### config.mk
export PLATFORM = sky130hd
export DESIGN_NAME = issue_core
export DESIGN_NICKNAME = d
export VERILOG_FILES = /design/src/ooo_pkg.sv /design/src/alu_unit.sv /design/src/issue_core.sv /design/src/reservation_station.sv
export SDC_FILE = /design/constraint.sdc
export NUM_CORES = 2
export LEC_CHECK = 0
export ABC_AREA = 1
export ABC_CLOCK_PERIOD_IN_PS = 5300
export BUFFER_PORTS_ARGS = -buffer_cell sky130_fd_sc_hd__buf_2
export CORE_UTILIZATION = 30
export DETAILED_ROUTE_END_ITERATION = 10
export MAX_ROUTING_LAYER = met4
export PLACE_DENSITY = 0.53
export SYNTH_ARGS = -nofsm -noshare
export SYNTH_HDL_FRONTEND = slang
export SYNTH_SLANG_ARGS = --single-unit
### constraint.sdc
create_clock -name clk -period 5.3 [get_ports clk]
set_clock_uncertainty 0.15 [all_clocks]
set_input_delay 0.795 -clock clk [delete_from_list [all_inputs] [get_ports clk]]
set_output_delay 0.795 -clock clk [all_outputs]
set_load 0.005 [all_outputs]
### src/ooo_pkg.sv
package ooo_pkg;

    // Operand and result width
    localparam int DATA_W = 32;

    // The dispatcher hands out 16 tags of this width
    localparam int TAG_W = 4;

    // Number of reservation station slots
    localparam int RS_DEPTH = 8;

    // Bus 0 carries the ALU result and bus 1 carries outside write-backs
    localparam int CDB_DEPTH = 2;

    typedef logic [DATA_W-1:0] data_t;
    typedef logic [TAG_W-1:0]  tag_t;

    // Shifts take the low 5 bits of source b and SLT compares signed
    typedef enum logic [2:0] {
        ADD = 3'd0,
        SUB = 3'd1,
        AND = 3'd2,
        OR  = 3'd3,
        XOR = 3'd4,
        SLL = 3'd5,
        SRL = 3'd6,
        SLT = 3'd7
    } alu_op_t;

    // One source operand that either holds its data or waits on a tag
    typedef struct packed {
        logic  rdy;
        tag_t  tag;
        data_t data;
    } src_t;

    typedef struct packed {
        alu_op_t op;
        tag_t    dst_tag;
        src_t    src_a;
        src_t    src_b;
    } dispatch_t;

    typedef struct packed {
        alu_op_t op;
        tag_t    dst_tag;
        data_t   src_a;
        data_t   src_b;
    } issue_t;

    typedef struct packed {
        logic  en;
        tag_t  tag;
        data_t data;
    } cdb_t;

    typedef struct packed {
        tag_t  tag;
        data_t data;
    } result_t;

endpackage

### src/alu_unit.sv
`timescale 1ns/100ps

module alu_unit (
    input  logic             clk,
    input  logic             n_rst,
    input  logic             i_flush,

    // Issue handshake from the reservation station
    input  logic             i_issue_valid,
    input  ooo_pkg::issue_t  i_issue,
    output logic             o_issue_ready,

    // Result handshake to the outside
    output logic             o_res_valid,
    output ooo_pkg::result_t o_res,
    input  logic             i_res_ready
);

    logic             res_valid;
    ooo_pkg::result_t res;
    ooo_pkg::data_t   alu_out;
    logic             issue_fire;
    logic             res_fire;

    assign res_fire   = res_valid && i_res_ready;
    assign issue_fire = i_issue_valid && o_issue_ready;

    // Room when empty or when the held result leaves this cycle
    assign o_issue_ready = !res_valid || i_res_ready;

    // Function table where shifts use the low 5 bits of source b
    always_comb begin
        case (i_issue.op)
            ooo_pkg::ADD: alu_out = i_issue.src_a + i_issue.src_b;
            ooo_pkg::SUB: alu_out = i_issue.src_a - i_issue.src_b;
            ooo_pkg::AND: alu_out = i_issue.src_a & i_issue.src_b;
            ooo_pkg::OR:  alu_out = i_issue.src_a | i_issue.src_b;
            ooo_pkg::XOR: alu_out = i_issue.src_a ^ i_issue.src_b;
            ooo_pkg::SLL: alu_out = i_issue.src_a << i_issue.src_b[4:0];
            ooo_pkg::SRL: alu_out = i_issue.src_a >> i_issue.src_b[4:0];
            ooo_pkg::SLT: begin
                alu_out = ooo_pkg::data_t'($signed(i_issue.src_a) < $signed(i_issue.src_b));
            end
            default: alu_out = '0;
        endcase
    end

    // Valid bit of the result register
    always_ff @(posedge clk) begin
        if (!n_rst) begin
            res_valid <= 1'b0;
        end else if (i_flush) begin
            res_valid <= 1'b0;
        end else if (issue_fire) begin
            res_valid <= 1'b1;
        end else if (res_fire) begin
            res_valid <= 1'b0;
        end
    end

    // The result payload loads only on an issue handshake
    always_ff @(posedge clk) begin
        if (issue_fire) begin
            res.tag  <= i_issue.dst_tag;
            res.data <= alu_out;
        end
    end

    assign o_res_valid = res_valid;
    assign o_res       = res;

    // A stalled result must not change under the consumer
    a_res_hold: assert property (
        @(posedge clk) disable iff (!n_rst)
        (o_res_valid && !i_res_ready && !i_flush) |=> (o_res_valid && $stable(o_res))
    );

endmodule

### src/issue_core.sv
`timescale 1ns/100ps

module issue_core (
    input  logic               clk,
    input  logic               n_rst,
    input  logic               i_flush,

    // Dispatch from the outside
    input  logic               i_disp_valid,
    input  ooo_pkg::dispatch_t i_disp,
    output logic               o_disp_ready,

    // Write-back broadcast from an outside unit
    input  ooo_pkg::cdb_t      i_wb,

    // Results leaving the subsystem
    output logic               o_res_valid,
    output ooo_pkg::result_t   o_res,
    input  logic               i_res_ready
);

    ooo_pkg::cdb_t   cdb [0:ooo_pkg::CDB_DEPTH-1];
    logic            issue_valid;
    ooo_pkg::issue_t issue;
    logic            issue_ready;

    // Bus 0 broadcasts the ALU result at its handshake
    assign cdb[0] = '{en: o_res_valid && i_res_ready, tag: o_res.tag, data: o_res.data};

    // Bus 1 is the outside write-back as it comes
    assign cdb[1] = i_wb;

    reservation_station #(
        .DEPTH (ooo_pkg::RS_DEPTH)
    ) u_rs (
        .clk           (clk),
        .n_rst         (n_rst),
        .i_flush       (i_flush),
        .i_cdb         (cdb),
        .i_disp_valid  (i_disp_valid),
        .i_disp        (i_disp),
        .o_disp_ready  (o_disp_ready),
        .o_issue_valid (issue_valid),
        .o_issue       (issue),
        .i_issue_ready (issue_ready)
    );

    alu_unit u_alu (
        .clk           (clk),
        .n_rst         (n_rst),
        .i_flush       (i_flush),
        .i_issue_valid (issue_valid),
        .i_issue       (issue),
        .o_issue_ready (issue_ready),
        .o_res_valid   (o_res_valid),
        .o_res         (o_res),
        .i_res_ready   (i_res_ready)
    );

endmodule

### src/reservation_station.sv
`timescale 1ns/100ps

module reservation_station #(
    parameter int DEPTH = ooo_pkg::RS_DEPTH
) (
    input  logic               clk,
    input  logic               n_rst,
    input  logic               i_flush,

    // Both common data buses are snooped every cycle
    input  ooo_pkg::cdb_t      i_cdb [0:ooo_pkg::CDB_DEPTH-1],

    // Dispatch handshake from the outside
    input  logic               i_disp_valid,
    input  ooo_pkg::dispatch_t i_disp,
    output logic               o_disp_ready,

    // Issue handshake towards the ALU
    output logic               o_issue_valid,
    output ooo_pkg::issue_t    o_issue,
    input  logic               i_issue_ready
);

    // Ages and slot indices share one width since ages stay dense in 0..DEPTH-1
    typedef logic [$clog2(DEPTH)-1:0] age_t;
    typedef logic [DEPTH-1:0]         slot_vec_t;

    typedef struct packed {
        logic             empty;
        age_t             age;
        ooo_pkg::alu_op_t op;
        ooo_pkg::tag_t    dst_tag;
        ooo_pkg::src_t    src_a;
        ooo_pkg::src_t    src_b;
    } slot_t;

    slot_t     slots     [DEPTH];
    slot_t     slots_nxt [DEPTH];
    slot_vec_t empty_vec;
    slot_vec_t ready_vec;
    slot_vec_t issue_sel;
    slot_vec_t disp_sel;
    slot_vec_t older     [DEPTH];
    logic      full;
    logic      disp_fire;
    logic      issue_fire;
    age_t      issue_idx;
    age_t      issue_age;

    // A waiting source picks up the data of any enabled bus with its tag
    // A ready source keeps its data whatever is broadcast
    function automatic ooo_pkg::src_t snoop(
        input ooo_pkg::src_t src,
        input ooo_pkg::cdb_t cdb [0:ooo_pkg::CDB_DEPTH-1]
    );
        ooo_pkg::src_t res;
        res = src;
        for (int c = 0; c < ooo_pkg::CDB_DEPTH; c++) begin
            if (!src.rdy && cdb[c].en && (cdb[c].tag == src.tag)) begin
                res.data = cdb[c].data;
                res.rdy  = 1'b1;
            end
        end
        return res;
    endfunction

    // Slot status vectors
    always_comb begin
        for (int i = 0; i < DEPTH; i++) begin
            empty_vec[i] = slots[i].empty;
            ready_vec[i] = !slots[i].empty && slots[i].src_a.rdy && slots[i].src_b.rdy;
        end
    end

    assign full         = (empty_vec == '0);
    assign o_disp_ready = !full;
    assign disp_fire    = i_disp_valid && o_disp_ready;

    // Lowest empty slot takes the new instruction
    assign disp_sel = {DEPTH{disp_fire}} & (empty_vec & ~(empty_vec - slot_vec_t'(1)));

    // Row i of the age matrix marks every slot that slot i is older than
    always_comb begin
        for (int i = 0; i < DEPTH; i++) begin
            for (int j = 0; j < DEPTH; j++) begin
                older[i][j] = (i == j) ? 1'b1 : (slots[i].age > slots[j].age);
            end
        end
    end

    // A ready slot wins when it is older than every other ready slot
    // Slots that are not ready are masked out of the comparison
    always_comb begin
        for (int i = 0; i < DEPTH; i++) begin
            issue_sel[i] = ready_vec[i] && (&(older[i] | ~ready_vec));
        end
    end

    // Encode the one-hot winner into a slot index
    always_comb begin
        issue_idx = '0;
        for (int i = 0; i < DEPTH; i++) begin
            if (issue_sel[i]) begin
                issue_idx = age_t'(i);
            end
        end
    end

    assign issue_age     = slots[issue_idx].age;
    assign o_issue_valid = |issue_sel;
    assign issue_fire    = o_issue_valid && i_issue_ready;

    assign o_issue = '{
        op:      slots[issue_idx].op,
        dst_tag: slots[issue_idx].dst_tag,
        src_a:   slots[issue_idx].src_a.data,
        src_b:   slots[issue_idx].src_b.data
    };

    // Next state of every slot
    always_comb begin
        for (int i = 0; i < DEPTH; i++) begin
            slots_nxt[i]       = slots[i];
            slots_nxt[i].src_a = snoop(slots[i].src_a, i_cdb);
            slots_nxt[i].src_b = snoop(slots[i].src_b, i_cdb);

            // Ages of occupied slots stay dense with 0 as the newest
            // A dispatch pushes every slot one step older
            // An issue pulls the slots older than the leaving one a step back
            if (!slots[i].empty) begin
                case ({disp_fire, issue_fire})
                    2'b10: slots_nxt[i].age = slots[i].age + age_t'(1);
                    2'b01: slots_nxt[i].age = slots[i].age - age_t'(slots[i].age > issue_age);
                    2'b11: slots_nxt[i].age = slots[i].age + age_t'(slots[i].age < issue_age);
                    default: slots_nxt[i].age = slots[i].age;
                endcase
            end

            if (issue_fire && issue_sel[i]) begin
                slots_nxt[i].empty = 1'b1;
            end

            // A broadcast in the dispatch cycle itself is not caught by the new entry
            if (disp_sel[i]) begin
                slots_nxt[i].empty   = 1'b0;
                slots_nxt[i].age     = '0;
                slots_nxt[i].op      = i_disp.op;
                slots_nxt[i].dst_tag = i_disp.dst_tag;
                slots_nxt[i].src_a   = i_disp.src_a;
                slots_nxt[i].src_b   = i_disp.src_b;
            end

            if (i_flush) begin
                slots_nxt[i].empty = 1'b1;
            end
        end
    end

    // Reset empties every slot
    always_ff @(posedge clk) begin
        for (int i = 0; i < DEPTH; i++) begin
            if (!n_rst) begin
                slots[i].empty <= 1'b1;
                slots[i].age   <= '0;
            end else begin
                slots[i] <= slots_nxt[i];
            end
        end
    end

    // Distinct ages of occupied slots leave at most one winner
    a_issue_onehot: assert property (
        @(posedge clk) disable iff (!n_rst)
        $onehot0(issue_sel)
    );

    // A lone dispatch takes one slot that was empty, so a full station takes none
    a_disp_not_full: assert property (
        @(posedge clk) disable iff (!n_rst)
        (disp_fire && !issue_fire && !i_flush) |=>
            ($countones(empty_vec) == $past($countones(empty_vec)) - 1)
    );

    // Nothing survives a flush into the next cycle
    a_flush_clears: assert property (
        @(posedge clk) disable iff (!n_rst)
        i_flush |=> !o_issue_valid
    );

endmodule

==> qor.csv <==
stage;metric;value;unit
setup_path;r2r-end;u_alu.o_res[0]$_DFFE_PP_;
setup_path;regToRegStartpoint;u_rs.slots[0][83]$_SDFFE_PP0P_;
placement;place.gp.congestion;0.989;
sta;whs;0.213;ns
global_route;gr-usage-all-layers;0.289;
clock_tree;h-tree-depth;3;
clock_tree;cts_tree;done;
global_route;grt_start_max_net_pins;132;
drt;ant_nets;0;
worst_hold_path;hold_depth;1;
setup_path;cp_num_buf_inv;10;
power_and_ir_drop;powerDensity;224;nW/um2
die;rows;151;
power_and_ir_drop;internal_power;0.0105;W
synthesis;avgSynthCellArea;7.47;um2
setup_path;cp-start-kind;flip-flop;
power_and_ir_drop;sw_frac_of_total;0.292;
placement;numPortBuffers;160;
run;maxCapViolCount;0;
synthesis;ys_seq_elements;717;
setup_path;slowest_stage;dfxtp_2;
power_and_ir_drop;pwr-share-clk;0.399;
sta;finalCriticalPeriod;5.60;ns
worst_hold_path;hold_path_class;primary input to flip-flop;
setup_path;required;5.60;ns
power_and_ir_drop;finalPower;0.0148;W
synthesis;yosysUniqueCellTypes;58;
sta;period_share;1.06;
cells_and_area;drive_gt1_frac;0.224;
synthesis;synth-seq-area-share;0.410;
die;die_y;417;um
setup_path;worst_setup_path_end_kind;flip-flop;
global_route;antenna_found_initial;52;
sta;timing.final.ws_setup;-0.301;ns
synthesis;synth_nets;7262;
clock_tree;numCtsBuffers;82;
drt;drc;0;
drt;vias;54900;
synthesis;netlist_area;51700;um2
synthesis;synth_most_common_cell;nand2_1;
placement;dpl_worst_slack;-1.09;ns
synthesis;synth_top_flop_cell;edfxtp_1;
setup_path;regToRegSetupSlack;-0.30;ns
die;dieArea;174000;um2
synthesis;async_flop_share;0;
worst_hold_path;min_to;u_rs.slots[2][75]$_DFFE_PP_;
synthesis;synth_edf_count;684;
sta;setup_viol;25;
sta;rsz0062_at_grt;true;
sta;finalHoldViolations;0;
synthesis;yosysTopAreaCell;edfxtp_1;
power_and_ir_drop;p_switching;0.00434;W
setup_path;critPathMaxFanout;7;
global_route;grt_pass1_wl;357000;um
run_status;status;finished with violations;
sta;relSlewSlack;0.200;
power_and_ir_drop;p_leak;27.5;nW
setup_path;critPathKind;flip-flop to flip-flop;
drt;drt_wl_total;254000;um
sta;fmax;0.179;GHz
die;die_w;417;um
synthesis;synth_area_leaders;edfxtp_1, nand2_1, o21ai_0;
setup_path;worstPathArrival;5.90;ns
synthesis;synth_top_area_frac;0.398;
drt;vias_per_cell;5.54;
power_and_ir_drop;seq_power_share;0.427;
global_route;grt_pass1_vias;50000;
setup_path;crit_family;compound AO/OA/AOI/OAI gates;
cells_and_area;nets;7852;
synthesis;synthCells;6916;
clock_tree;clk_pin_slew_worst_paths;0.07;ns
run_status;violations;negative setup slack;
power_and_ir_drop;p_comb_frac;0.174;
setup_path;critPathMaxStageDelay;0.36;ns
clock_tree;clock_sinks;717;
power_and_ir_drop;irDropWorstVdd;0.000230;V
cells_and_area;num-fill-cells;17400;
sta;final-max-slew-violation-count;0;
sta;worstMarginPinSlew;1.20;ns
clock_tree;holdBufCountCts;0;
die;core;170000;um2
global_route;grt_overflow;0;
synthesis;synth_common_cells;nand2_1, o21ai_0, edfxtp_1;
drt;first_iter_violations;7681;
synthesis;ys_warn_count;0;
drt;wire_per_inst;25.7;um
drt;first_pass_iters;6;
placement;place_hpwl;177000;um
clock_tree;clk_latency;0.72;ns
clock_tree;cts_root_buf;clkbuf_16;
cells_and_area;area_delta_synth_final;28.0;%
die;io_pins;161;
setup_path;r2r_cells;36;
clock_tree;cts_max_path_buffers;3;
die;start_util;0.303;
worst_hold_path;hp-start;i_disp[75];
## sequential cells by signal, summed over array words and instances (netlist names)
name and flops:
u_alu.o_res 36, u_rs.slots 680, u_alu.o_res_valid 1
## layer usage
metal,up-vias,track usage,part of all wire
li1,25000,-,-
met1,26000,0.385,0.41
met2,3271,0.428,0.44
met3,557,0.0440,0.10
met4,0,0.136,0.051
met5,-,-,0
## through the flow
stage / cell area [um2] / utilization / cells / setup TNS (ns)
after floorplan: 51700 / - / 6916 / -0.0596
after global placement: 59200 / 0.348 / 9572 / -21.64
after detailed placement: 59200 / 0.348 / 9572 / -23.00
after CTS: 64200 / 0.377 / 9803 / -2.18
after global routing: 66100 / 0.388 / 9896 / -10.03
final: 66100 / 0.388 / 9901 / -3.43
## worst max-delay path by stage
| stage | start | to | slack (ns) | cells after the start |
|---|---|---|---|---|
| 6_report | u_rs.slots[0][83]$_SDFFE_PP0P_ | u_alu.o_res[0]$_DFFE_PP_ | -0.30 | 36 |
| 5_1_grt | u_rs.slots[0][83]$_SDFFE_PP0P_ | u_alu.o_res[30]$_DFFE_PP_ | -0.49 | 37 |
| 4_1_cts | u_rs.slots[0][82]$_SDFFE_PP0P_ | u_alu.o_res[19]$_DFFE_PP_ | -0.21 | 37 |
| 3_5_place_dp | u_rs.slots[0][83]$_SDFFE_PP0P_ | u_alu.o_res[0]$_DFFE_PP_ | -1.09 | 34 |
| 3_3_place_gp | u_rs.slots[0][83]$_SDFFE_PP0P_ | u_alu.o_res[29]$_DFFE_PP_ | -1.10 | 34 |
| 2_1_floorplan | u_rs.slots[4][83]$_SDFFE_PP0P_ | u_alu.o_res[17]$_DFFE_PP_ | -0.03 | 38 |
## timing repair
item                                   4_1_cts  5_1_grt
pin swaps                                   88      162
setup buffers                               75       58
setup endpoints to repair                   48       48
endpoints found under the hold margin        0        0
gates resized for setup                    348      320
gates cloned                                 9        6
## placed cells by master, fill, tap and decap left out, drive strengths merged, types with 11 or more instances in the layout
master,n
a21oi,587
a221oi,20
a31oi,14
a32o,54
buf,1014
clkbuf,101
clkinv,41
clkinvlp,11
dfxtp,33
diode,36
edfxtp,684
ha,213
inv,492
nand2,1934
nand3,633
nand3b,20
nand4,32
nor2,296
nor3,23
o211ai,24
o21ai,1120
o22ai,48
o311ai,12
xnor2,11
xor2,53
## power groups by stage
| stage | Combinational, W | Sequential [W] | Clock (W) |
|---|---|---|---|
| 2_1_floorplan | 0.00113 | 0.00643 | 0 |
| 3_3_place_gp | 0.00223 | 0.00645 | 0 |
| 3_5_place_dp | 0.00224 | 0.00645 | 0 |
| 4_1_cts | 0.00239 | 0.00633 | 0.00595 |
| 5_1_grt | 0.00275 | 0.00633 | 0.00614 |
| 6_report | 0.00258 | 0.00633 | 0.00591 |
## layout make-up
type,count,area [um2],area share
multi-input combinational,5183,28500,0.431
sequential,717,21200,0.321
timing repair buffer,1022,8790,0.133
tap,2295,2870,0.0434
clock buffer,96,2110,0.0320
inverter,497,1930,0.0292
clock inverter,52,564,0.00853
antenna,36,90.1,0.00136
timing repair inverter,3,32.5,0.000492
## cell families after synthesis
family | share of synthesized area
flip-flops | 0.410
adder cells (fa/ha/maj) | 0.0555
buffers and inverters | 0.0816
XOR/XNOR | 0.0109
AO/OA/AOI/OAI | 0.201
AND/OR/NAND/NOR | 0.240
Power figures use the tool's default switching activity.
